$ cat src/common/isa_pkg.sv
`default_nettype none

package isa_pkg;

    typedef logic [31:0] word_t;
    typedef logic [4:0]  reg_addr_t;
    typedef logic [6:0]  opcode_t;

    // Operation class as seen by execute
    typedef enum logic [3:0] {
        OP_LUI,
        OP_AUIPC,
        OP_JAL,
        OP_JALR,
        OP_BRANCH,
        OP_LOAD,
        OP_STORE,
        OP_ALU_IMM,
        OP_ALU_REG,
        OP_ILLEGAL
    } op_t;

    // Base opcodes, inst[6:0]
    localparam opcode_t OPC_LUI    = 7'b0110111;
    localparam opcode_t OPC_AUIPC  = 7'b0010111;
    localparam opcode_t OPC_JAL    = 7'b1101111;
    localparam opcode_t OPC_JALR   = 7'b1100111;
    localparam opcode_t OPC_BRANCH = 7'b1100011;
    localparam opcode_t OPC_LOAD   = 7'b0000011;
    localparam opcode_t OPC_STORE  = 7'b0100011;
    localparam opcode_t OPC_OP_IMM = 7'b0010011;
    localparam opcode_t OPC_OP     = 7'b0110011;

    // funct7 values allowed in RV32I
    localparam logic [6:0] F7_BASE = 7'b0000000;
    localparam logic [6:0] F7_ALT  = 7'b0100000; // SUB, SRA, SRAI

endpackage

`default_nettype wire

$ cat src/common/pipe_pkg.sv
`default_nettype none

package pipe_pkg;

    localparam int REG_COUNT   = 32;
    localparam int FWD_SOURCES = 3;

    // Forwarding source index, lower index wins
    localparam int FWD_EX  = 0;
    localparam int FWD_MEM = 1;
    localparam int FWD_WB  = 2;

endpackage

`default_nettype wire

$ cat src/decode/op_classifier.sv
`default_nettype none

module op_classifier (
    input  isa_pkg::word_t inst,
    output isa_pkg::op_t   op,
    output logic           illegal,
    output logic           reg_write
);

    import isa_pkg::*;

    logic [2:0] funct3;
    logic [6:0] funct7;

    assign funct3 = inst[14:12];
    assign funct7 = inst[31:25];

    always_comb begin
        op = OP_ILLEGAL;
        unique case (inst[6:0])
            OPC_LUI:    op = OP_LUI;
            OPC_AUIPC:  op = OP_AUIPC;
            OPC_JAL:    op = OP_JAL;
            OPC_JALR:   if (funct3 == 3'd0) op = OP_JALR;
            OPC_BRANCH: if (funct3 != 3'd2 && funct3 != 3'd3) op = OP_BRANCH;
            OPC_LOAD:   if (funct3 != 3'd3 && funct3 < 3'd6) op = OP_LOAD;
            OPC_STORE:  if (funct3 < 3'd3) op = OP_STORE;
            OPC_OP_IMM: begin
                if (funct3 == 3'd1) begin // SLLI
                    if (funct7 == F7_BASE) op = OP_ALU_IMM;
                end else if (funct3 == 3'd5) begin // SRLI / SRAI
                    if (funct7 == F7_BASE || funct7 == F7_ALT) op = OP_ALU_IMM;
                end else begin
                    op = OP_ALU_IMM;
                end
            end
            OPC_OP: begin
                if (funct7 == F7_BASE) begin
                    op = OP_ALU_REG;
                end else if (funct7 == F7_ALT && (funct3 == 3'd0 || funct3 == 3'd5)) begin
                    op = OP_ALU_REG;
                end
            end
            default: op = OP_ILLEGAL;
        endcase
    end

    assign illegal = (op == OP_ILLEGAL);

    // Branches and stores have no rd
    always_comb begin
        unique case (op)
            OP_LUI, OP_AUIPC, OP_JAL, OP_JALR,
            OP_LOAD, OP_ALU_IMM, OP_ALU_REG: reg_write = 1'b1;
            default:                         reg_write = 1'b0;
        endcase
    end

endmodule

`default_nettype wire

$ cat src/decode/immed_gen.sv
`default_nettype none

module immed_gen (
    input  isa_pkg::word_t inst,
    output isa_pkg::word_t immed
);

    import isa_pkg::*;

    word_t imm_i;
    word_t imm_s;
    word_t imm_b;
    word_t imm_u;
    word_t imm_j;

    assign imm_i = {{20{inst[31]}}, inst[31:20]};
    assign imm_s = {{20{inst[31]}}, inst[31:25], inst[11:7]};
    assign imm_b = {{19{inst[31]}}, inst[31], inst[7], inst[30:25], inst[11:8], 1'b0};
    assign imm_u = {inst[31:12], 12'b0};
    assign imm_j = {{11{inst[31]}}, inst[31], inst[19:12], inst[20], inst[30:21], 1'b0};

    always_comb begin
        case (inst[6:0])
            OPC_JALR,
            OPC_LOAD,
            OPC_OP_IMM: immed = imm_i;
            OPC_STORE:  immed = imm_s;
            OPC_BRANCH: immed = imm_b;
            OPC_LUI,
            OPC_AUIPC:  immed = imm_u;
            OPC_JAL:    immed = imm_j;
            default:    immed = '0; // R type and unknown
        endcase
    end

endmodule

`default_nettype wire

$ cat src/decode/operand_forward.sv
`default_nettype none

module operand_forward (
    input  isa_pkg::reg_addr_t addr,
    input  isa_pkg::word_t     rf_value,
    input  logic               ex_we,
    input  isa_pkg::reg_addr_t ex_rd,
    input  isa_pkg::word_t     ex_data,
    input  logic               mem_we,
    input  isa_pkg::reg_addr_t mem_rd,
    input  isa_pkg::word_t     mem_data,
    input  logic               wb_we,
    input  isa_pkg::reg_addr_t wb_rd,
    input  isa_pkg::word_t     wb_data,
    output isa_pkg::word_t     value
);

    import isa_pkg::*;
    import pipe_pkg::*;

    logic [FWD_SOURCES-1:0] hit;
    word_t                  src_data [FWD_SOURCES];

    assign hit[FWD_EX]  = ex_we  && (ex_rd  != '0) && (ex_rd  == addr);
    assign hit[FWD_MEM] = mem_we && (mem_rd != '0) && (mem_rd == addr);
    assign hit[FWD_WB]  = wb_we  && (wb_rd  != '0) && (wb_rd  == addr);

    assign src_data[FWD_EX]  = ex_data;
    assign src_data[FWD_MEM] = mem_data;
    assign src_data[FWD_WB]  = wb_data;

    // Walk from lowest priority up so the youngest producer wins
    always_comb begin
        value = rf_value;
        for (int i = FWD_SOURCES - 1; i >= 0; i--) begin
            if (hit[i]) value = src_data[i];
        end
    end

    // x0 falls through to the register file, which must return zero
    always_comb begin
        if (addr == '0 && hit == '0) begin
            a_x0_reads_zero: assert #0 (value == '0);
        end
    end

endmodule

`default_nettype wire

$ cat src/decode/decoder.sv
`default_nettype none

module decoder (
    input  isa_pkg::word_t     inst,
    input  isa_pkg::word_t     pc,
    input  logic               valid,
    input  isa_pkg::word_t     rf_rd1_value,
    input  isa_pkg::word_t     rf_rd2_value,
    input  logic               fwd_ex_we,
    input  isa_pkg::reg_addr_t fwd_ex_rd,
    input  isa_pkg::word_t     fwd_ex_data,
    input  logic               fwd_mem_we,
    input  isa_pkg::reg_addr_t fwd_mem_rd,
    input  isa_pkg::word_t     fwd_mem_data,
    input  logic               fwd_wb_we,
    input  isa_pkg::reg_addr_t fwd_wb_rd,
    input  isa_pkg::word_t     fwd_wb_data,
    output isa_pkg::reg_addr_t rs1,
    output isa_pkg::reg_addr_t rs2,
    output isa_pkg::reg_addr_t rd,
    output isa_pkg::op_t       op,
    output logic               illegal,
    output logic               reg_write,
    output isa_pkg::word_t     rs1_value,
    output isa_pkg::word_t     rs2_value,
    output isa_pkg::word_t     immed,
    output logic               dec_valid,
    output isa_pkg::word_t     dec_pc
);

    import pipe_pkg::*;

    logic cls_reg_write;

    if (FWD_SOURCES != 3) begin : g_fwd_check
        $error("decoder connects exactly three forwarding sources");
    end

    assign rs1 = inst[19:15];
    assign rs2 = inst[24:20];
    assign rd  = inst[11:7];

    op_classifier op_classifier_i (
        .inst      (inst),
        .op        (op),
        .illegal   (illegal),
        .reg_write (cls_reg_write)
    );

    immed_gen immed_gen_i (
        .inst  (inst),
        .immed (immed)
    );

    operand_forward fwd_rs1_i (
        .addr (rs1), .rf_value (rf_rd1_value),
        .ex_we (fwd_ex_we), .ex_rd (fwd_ex_rd), .ex_data (fwd_ex_data),
        .mem_we (fwd_mem_we), .mem_rd (fwd_mem_rd), .mem_data (fwd_mem_data),
        .wb_we (fwd_wb_we), .wb_rd (fwd_wb_rd), .wb_data (fwd_wb_data),
        .value (rs1_value)
    );

    operand_forward fwd_rs2_i (
        .addr (rs2), .rf_value (rf_rd2_value),
        .ex_we (fwd_ex_we), .ex_rd (fwd_ex_rd), .ex_data (fwd_ex_data),
        .mem_we (fwd_mem_we), .mem_rd (fwd_mem_rd), .mem_data (fwd_mem_data),
        .wb_we (fwd_wb_we), .wb_rd (fwd_wb_rd), .wb_data (fwd_wb_data),
        .value (rs2_value)
    );

    assign reg_write = cls_reg_write & valid; // Bubbles never write back
    assign dec_valid = valid;
    assign dec_pc    = pc;

endmodule

`default_nettype wire

$ cat src/rtl/reg_file.sv
`default_nettype none

module reg_file (
    input  logic               clk,
    input  logic               rst_n,
    input  isa_pkg::reg_addr_t rs1,
    input  isa_pkg::reg_addr_t rs2,
    output isa_pkg::word_t     rd1_value,
    output isa_pkg::word_t     rd2_value,
    input  logic               we,
    input  isa_pkg::reg_addr_t wr_addr,
    input  isa_pkg::word_t     wr_data
);

    import isa_pkg::*;
    import pipe_pkg::*;

    word_t regs [REG_COUNT];

    always_ff @(posedge clk or negedge rst_n) begin
        if (!rst_n) begin
            for (int i = 0; i < REG_COUNT; i++) begin
                regs[i] <= '0;
            end
        end else if (we && wr_addr != '0) begin
            regs[wr_addr] <= wr_data;
        end
    end

    // Old value on a same-cycle write, forwarding covers it
    assign rd1_value = (rs1 == '0) ? '0 : regs[rs1];
    assign rd2_value = (rs2 == '0) ? '0 : regs[rs2];

    a_x0_stable: assert property (@(posedge clk) disable iff (!rst_n)
        $stable(regs[0]) && regs[0] == '0);

endmodule

`default_nettype wire

$ cat src/rtl/id_ex_reg.sv
`default_nettype none

module id_ex_reg (
    input  logic               clk,
    input  logic               rst_n,
    input  logic               stall,
    input  logic               flush,
    input  logic               valid,
    output logic               ex_valid,
    input  isa_pkg::op_t       op,
    output isa_pkg::op_t       ex_op,
    input  logic               illegal,
    output logic               ex_illegal,
    input  logic               reg_write,
    output logic               ex_reg_write,
    input  isa_pkg::reg_addr_t rd,
    output isa_pkg::reg_addr_t ex_rd,
    input  isa_pkg::reg_addr_t rs1,
    output isa_pkg::reg_addr_t ex_rs1,
    input  isa_pkg::reg_addr_t rs2,
    output isa_pkg::reg_addr_t ex_rs2,
    input  isa_pkg::word_t     rs1_value,
    output isa_pkg::word_t     ex_rs1_value,
    input  isa_pkg::word_t     rs2_value,
    output isa_pkg::word_t     ex_rs2_value,
    input  isa_pkg::word_t     immed,
    output isa_pkg::word_t     ex_immed,
    input  isa_pkg::word_t     pc,
    output isa_pkg::word_t     ex_pc
);

    import isa_pkg::*;

    // Flush wins over stall
    always_ff @(posedge clk or negedge rst_n) begin
        if (!rst_n) begin
            ex_valid     <= 1'b0;
            ex_reg_write <= 1'b0;
        end else if (flush) begin
            ex_valid     <= 1'b0;
            ex_reg_write <= 1'b0;
        end else if (!stall) begin
            ex_valid     <= valid;
            ex_reg_write <= reg_write;
        end
    end

    always_ff @(posedge clk or negedge rst_n) begin
        if (!rst_n) begin
            ex_op        <= op_t'('0);
            ex_illegal   <= 1'b0;
            ex_rd        <= '0;
            ex_rs1       <= '0;
            ex_rs2       <= '0;
            ex_rs1_value <= '0;
            ex_rs2_value <= '0;
            ex_immed     <= '0;
            ex_pc        <= '0;
        end else if (!stall) begin
            ex_op        <= op;
            ex_illegal   <= illegal;
            ex_rd        <= rd;
            ex_rs1       <= rs1;
            ex_rs2       <= rs2;
            ex_rs1_value <= rs1_value;
            ex_rs2_value <= rs2_value;
            ex_immed     <= immed;
            ex_pc        <= pc;
        end
    end

    a_write_needs_valid: assert property (@(posedge clk) disable iff (!rst_n)
        ex_reg_write |-> ex_valid);

endmodule

`default_nettype wire

$ cat src/rtl/decode_stage_top.sv
`default_nettype none

module decode_stage_top (
    input  logic               clk,
    input  logic               rst_n,
    input  isa_pkg::word_t     if_inst,
    input  isa_pkg::word_t     if_pc,
    input  logic               if_valid,
    input  logic               stall,
    input  logic               flush,
    input  logic               fwd_ex_we,
    input  isa_pkg::reg_addr_t fwd_ex_rd,
    input  isa_pkg::word_t     fwd_ex_data,
    input  logic               fwd_mem_we,
    input  isa_pkg::reg_addr_t fwd_mem_rd,
    input  isa_pkg::word_t     fwd_mem_data,
    input  logic               fwd_wb_we,
    input  isa_pkg::reg_addr_t fwd_wb_rd,
    input  isa_pkg::word_t     fwd_wb_data,
    output logic               ex_valid,
    output isa_pkg::op_t       ex_op,
    output logic               ex_illegal,
    output logic               ex_reg_write,
    output isa_pkg::reg_addr_t ex_rd,
    output isa_pkg::reg_addr_t ex_rs1,
    output isa_pkg::reg_addr_t ex_rs2,
    output isa_pkg::word_t     ex_rs1_value,
    output isa_pkg::word_t     ex_rs2_value,
    output isa_pkg::word_t     ex_immed,
    output isa_pkg::word_t     ex_pc
);

    import isa_pkg::*;
    import pipe_pkg::*;

    reg_addr_t dec_rs1;
    reg_addr_t dec_rs2;
    reg_addr_t dec_rd;
    word_t     rf_rd1_value;
    word_t     rf_rd2_value;
    op_t       dec_op;
    logic      dec_illegal;
    logic      dec_reg_write;
    word_t     dec_rs1_value;
    word_t     dec_rs2_value;
    word_t     dec_immed;
    logic      dec_valid;
    word_t     dec_pc;

    if (FWD_SOURCES != 3) begin : g_fwd_check
        $error("top level exposes exactly three forwarding ports");
    end

    reg_file reg_file_i (
        .clk       (clk),
        .rst_n     (rst_n),
        .rs1       (dec_rs1),
        .rs2       (dec_rs2),
        .rd1_value (rf_rd1_value),
        .rd2_value (rf_rd2_value),
        .we        (fwd_wb_we), // Writeback doubles as the write port
        .wr_addr   (fwd_wb_rd),
        .wr_data   (fwd_wb_data)
    );

    decoder decoder_i (
        .inst         (if_inst),
        .pc           (if_pc),
        .valid        (if_valid),
        .rf_rd1_value (rf_rd1_value),
        .rf_rd2_value (rf_rd2_value),
        .fwd_ex_we    (fwd_ex_we),
        .fwd_ex_rd    (fwd_ex_rd),
        .fwd_ex_data  (fwd_ex_data),
        .fwd_mem_we   (fwd_mem_we),
        .fwd_mem_rd   (fwd_mem_rd),
        .fwd_mem_data (fwd_mem_data),
        .fwd_wb_we    (fwd_wb_we),
        .fwd_wb_rd    (fwd_wb_rd),
        .fwd_wb_data  (fwd_wb_data),
        .rs1          (dec_rs1),
        .rs2          (dec_rs2),
        .rd           (dec_rd),
        .op           (dec_op),
        .illegal      (dec_illegal),
        .reg_write    (dec_reg_write),
        .rs1_value    (dec_rs1_value),
        .rs2_value    (dec_rs2_value),
        .immed        (dec_immed),
        .dec_valid    (dec_valid),
        .dec_pc       (dec_pc)
    );

    id_ex_reg id_ex_reg_i (
        .clk          (clk),
        .rst_n        (rst_n),
        .stall        (stall),
        .flush        (flush),
        .valid        (dec_valid),
        .ex_valid     (ex_valid),
        .op           (dec_op),
        .ex_op        (ex_op),
        .illegal      (dec_illegal),
        .ex_illegal   (ex_illegal),
        .reg_write    (dec_reg_write),
        .ex_reg_write (ex_reg_write),
        .rd           (dec_rd),
        .ex_rd        (ex_rd),
        .rs1          (dec_rs1),
        .ex_rs1       (ex_rs1),
        .rs2          (dec_rs2),
        .ex_rs2       (ex_rs2),
        .rs1_value    (dec_rs1_value),
        .ex_rs1_value (ex_rs1_value),
        .rs2_value    (dec_rs2_value),
        .ex_rs2_value (ex_rs2_value),
        .immed        (dec_immed),
        .ex_immed     (ex_immed),
        .pc           (dec_pc),
        .ex_pc        (ex_pc)
    );

endmodule

`default_nettype wire

$ cat config.mk
export PLATFORM = sky130hd
export DESIGN_NAME = decode_stage_top
export DESIGN_NICKNAME = d
export VERILOG_FILES = /design/src/common/isa_pkg.sv /design/src/common/pipe_pkg.sv /design/src/decode/op_classifier.sv /design/src/decode/immed_gen.sv /design/src/decode/operand_forward.sv /design/src/decode/decoder.sv /design/src/rtl/reg_file.sv /design/src/rtl/id_ex_reg.sv /design/src/rtl/decode_stage_top.sv
export SDC_FILE = /design/constraint.sdc
export NUM_CORES = 2
export LEC_CHECK = 0
export CAP_MARGIN = 0
export CORE_ASPECT_RATIO = 0.9
export CORE_UTILIZATION = 43
export DETAILED_ROUTE_END_ITERATION = 12
export DONT_BUFFER_PORTS = 1
export MAX_ROUTING_LAYER = met4
export PLACE_DENSITY_LB_ADDON = 0.25
export SYNTH_ARGS = -nofsm -noshare
export SYNTH_HDL_FRONTEND = slang
export SYNTH_SLANG_ARGS = --single-unit
$ cat constraint.sdc
create_clock -name clk -period 2 [get_ports clk]
set_input_delay 0.1 -clock clk [delete_from_list [all_inputs] [get_ports clk]]
set_output_delay 0.1 -clock clk [all_outputs]
set_load 0.01 [all_outputs]
==> qor.txt <==
Post-Syn Instances = 4619
Place WS = -0.5036 ns
final wirelength = 230500 microns
synthesis-to-finish area growth = 19.93%
Critical Path AT = 3.08 ns
starting density of the core = 0.4345
wire per inst = 33.18 microns
DRT Pass-1 Iters = 8
Area contributors post-synth = dfrtp_1, mux2_2, mux4_2
status = finished, violations left
Finished Cell Area = 0.07513 sq mm
Synth top area share = 0.4690
largest net degree at the start of global routing = 1175
num ports = 333
Layout Skew = 0.02581 ns
area of the multi-input gates = 0.03159 sq mm
Peak Freq = 413.9 MHz
Max clock buf depth = 3
PnR worst setup slack = -0.4162 ns
Total Routing Usage GR = 0.3183
std cell rows = 132
register area = 0.02938 sq mm
PwrDens = 942.5 mW/mm^2
CTS tree = yes
Fin Hold WS = -0.9893 ns
worst relative slew slack = 0.02716
Worst EP required = 2.67 ns
Setup CP Type = in -> reg
layout cells sized above 1 = 0.4259
Synth cell types = 65
post-synthesis sequential area ratio = 0.4690
RSZ-0062 raised after global routing = yes
Fin. Hold Viols = 314
DRC viols = 0
most common cell in the synthesized netlist = dfrtp_1
DIE WIDTH = 404.3 microns
Post-DP Area = 0.06573 sq mm
minimum clock period = 2.416 ns
Critical Path Start Type = input pin
Post-synth EDFFs = 0
Remaining Overflow, GRT = 0
Synth Warn # = 0
Synth Register Bits = 1174
list of most frequent post-synthesis cells = dfrtp_1, mux2_2, mux4_2
setup_tns = -6.958 ns
I/O Buffers = 0
Fillers = 12000
top_reg_cell synth = dfrtp_1
Peak VDD IR = 0.9397 mV
CP endpoint kind = flop
Pleak = 0.03192 uW
final core utilization = 0.5211
die area = 0.1472 sq mm
vias in the first global route = 45050
Nets = 5052
Clock Pin Slew Worst Setup and Hold Paths = 0.06 ns
worst skew pair latency = 0.78 ns
DRT iter0 DRCs = 5738
Placeable Area = 0.1442 sq mm
Finish-stage setup viols = 33
first-pass GRT wire length = 329400 microns
Synth Net Count = 4802
Pins Over Slew Limit = 0
Syn Area/Cell = 13.56 sq um
power consumption = 70800 uW
routability cong. = 0.8886
DP HPWL = 129300 microns
area leader, netlist = dfrtp_1
TritonCTS Buffers = 135
Worst Tran Pin Value = 1.459 ns
clock sink count = 1174
H-Tree Depth = 4
DR vias/cell = 6.531
worst min-delay path class = in -> async
MaxCap Viol Count = 0
mapped cell area = 0.06264 sq mm
Async SR Flop Fraction = 1.000
initial antenna violation count = 30
Die H = 364.1 microns
CP Max Fanout = 168
Final Cycle Share = 1.208
Root Driver = clkbuf_16
failing checks = hold timing, setup timing
routed vias = 45380
Antenna Nets Post-Route = 0
## critical path, cell delays in order
cell and delay [ns]:
xnor2_1 0.50, nand2_1 0.18, nor4_2 0.44, buf_12 0.25, buf_4 0.19, a21oi_1 0.07, dlygate4sd3_1 0.58, o21ai_0 0.08
o21ai_1 0.09
## where the power goes
part           leakage (uW)  total [uW]  internal, uW  switching (uW)
registers            0.0150       31700         28000            3660
clock network       0.00226       25800         15300           10400
logic                0.0146       13300          8320            5020
total                0.0319       70800         51700           19100
## cell usage in the layout (no fill, tap or decap), drive strengths merged, types with 34 or more instances in the layout
master,instances
mux2,1076
nor3,37
mux2i,244
dlygate4sd3,360
o221ai,73
clkbuf,202
nand2,169
a211oi,81
a22oi,61
buf,262
a21oi,173
nor2b,34
mux4,389
nor2,39
dfrtp,1174
o22ai,123
o21ai,153
a221oi,73
## kinds of logic (layout without fill, tap and decap cells)
family          after synthesis  in the layout  synth area share
mux                        1709           1709            0.3723
flops                      1174           1174            0.4690
compound gates              774            774           0.08335
buf+inv                     530            884           0.03869
simple gates                401            401           0.03238
xor+xnor                     31             31          0.004334
other cells                   0             32                 0
## metrics by stage
stage / hold WS [ns] / instances
3_3_place_gp: -0.1645 / 6283
5_1_grt: -1.026 / 6941
2_1_floorplan: -0.1956 / 4619
4_1_cts: -1.005 / 6898
6_report: -0.9893 / 6948
3_5_place_dp: -0.1691 / 6283
## state kept, by name, summed over array words and instances (netlist names)
name / flops
id_ex_reg_i.ex_pc: 32
reg_file_i.regs: 1024
id_ex_reg_i.ex_immed: 32
id_ex_reg_i.ex_reg_write: 1
id_ex_reg_i.ex_rs2: 5
id_ex_reg_i.ex_illegal: 1
id_ex_reg_i.ex_op: 4
id_ex_reg_i.ex_rs2_value: 32
id_ex_reg_i.ex_rd: 5
id_ex_reg_i.ex_rs1: 5
id_ex_reg_i.ex_rs1_value: 32
id_ex_reg_i.ex_valid: 1
## timing repair
| action | 4_1_cts | 5_1_grt |
|---|---|---|
| gates resized for setup | 24 | 90 |
| hold endpoints to repair | 2316 | 311 |
| endpoints found under the setup margin | 16 | 633 |
| buffers inserted | 1 | 6 |
| cloned | 0 | 3 |
| hold buffers | 377 | 3 |
| pin swaps | 10 | 37 |
## final timing paths
check / startpoint / end / slack (ns) / depth (start not counted)
max in group asynchronous: rst_n / reg_file_i.regs[152]$_DFFE_PN0P_ / 0.49 / 3
worst max register to register: reg_file_i.regs[945]$_DFFE_PN0P_ / id_ex_reg_i.ex_rs2_value[17]$_DFFE_PN0N_ / -0.07 / 5
worst max-delay path: if_inst[15] / id_ex_reg_i.ex_rs1_value[26]$_DFFE_PN0N_ / -0.42 / 9
worst min register to register: reg_file_i.regs[1019]$_DFFE_PN0P_ / reg_file_i.regs[1019]$_DFFE_PN0P_ / 0.40 / 0
min in group clk: stall / id_ex_reg_i.ex_rs2_value[31]$_DFFE_PN0N_ / -0.50 / 1
worst min-delay path: rst_n / id_ex_reg_i.ex_immed[12]$_DFFE_PN0N_ / -0.99 / 0
## metal layers
| layer | vias up | wire, microns | global-route usage |
|---|---|---|---|
| li1 | 18270 | - | - |
| met1 | 24100 | 91680 | 0.4090 |
| met2 | 2447 | 103300 | 0.4688 |
| met3 | 555 | 25290 | 0.09586 |
| met4 | 0 | 10230 | 0.1301 |
| met5 | - | 0 | - |
## final cells by class
cell class / count / share of cell area
Multi-Input combinational cell: 2915 / 0.4205
Sequential cell: 1174 / 0.3910
Timing Repair Buffer: 628 / 0.09320
Antenna cell: 32 / 0.001066
Tap cell: 1943 / 0.03236
Inverter: 15 / 0.0007494
Clock inverter: 42 / 0.007228
Clock buffer: 199 / 0.05388
Note: power is estimated with default switching activity, not from simulation.
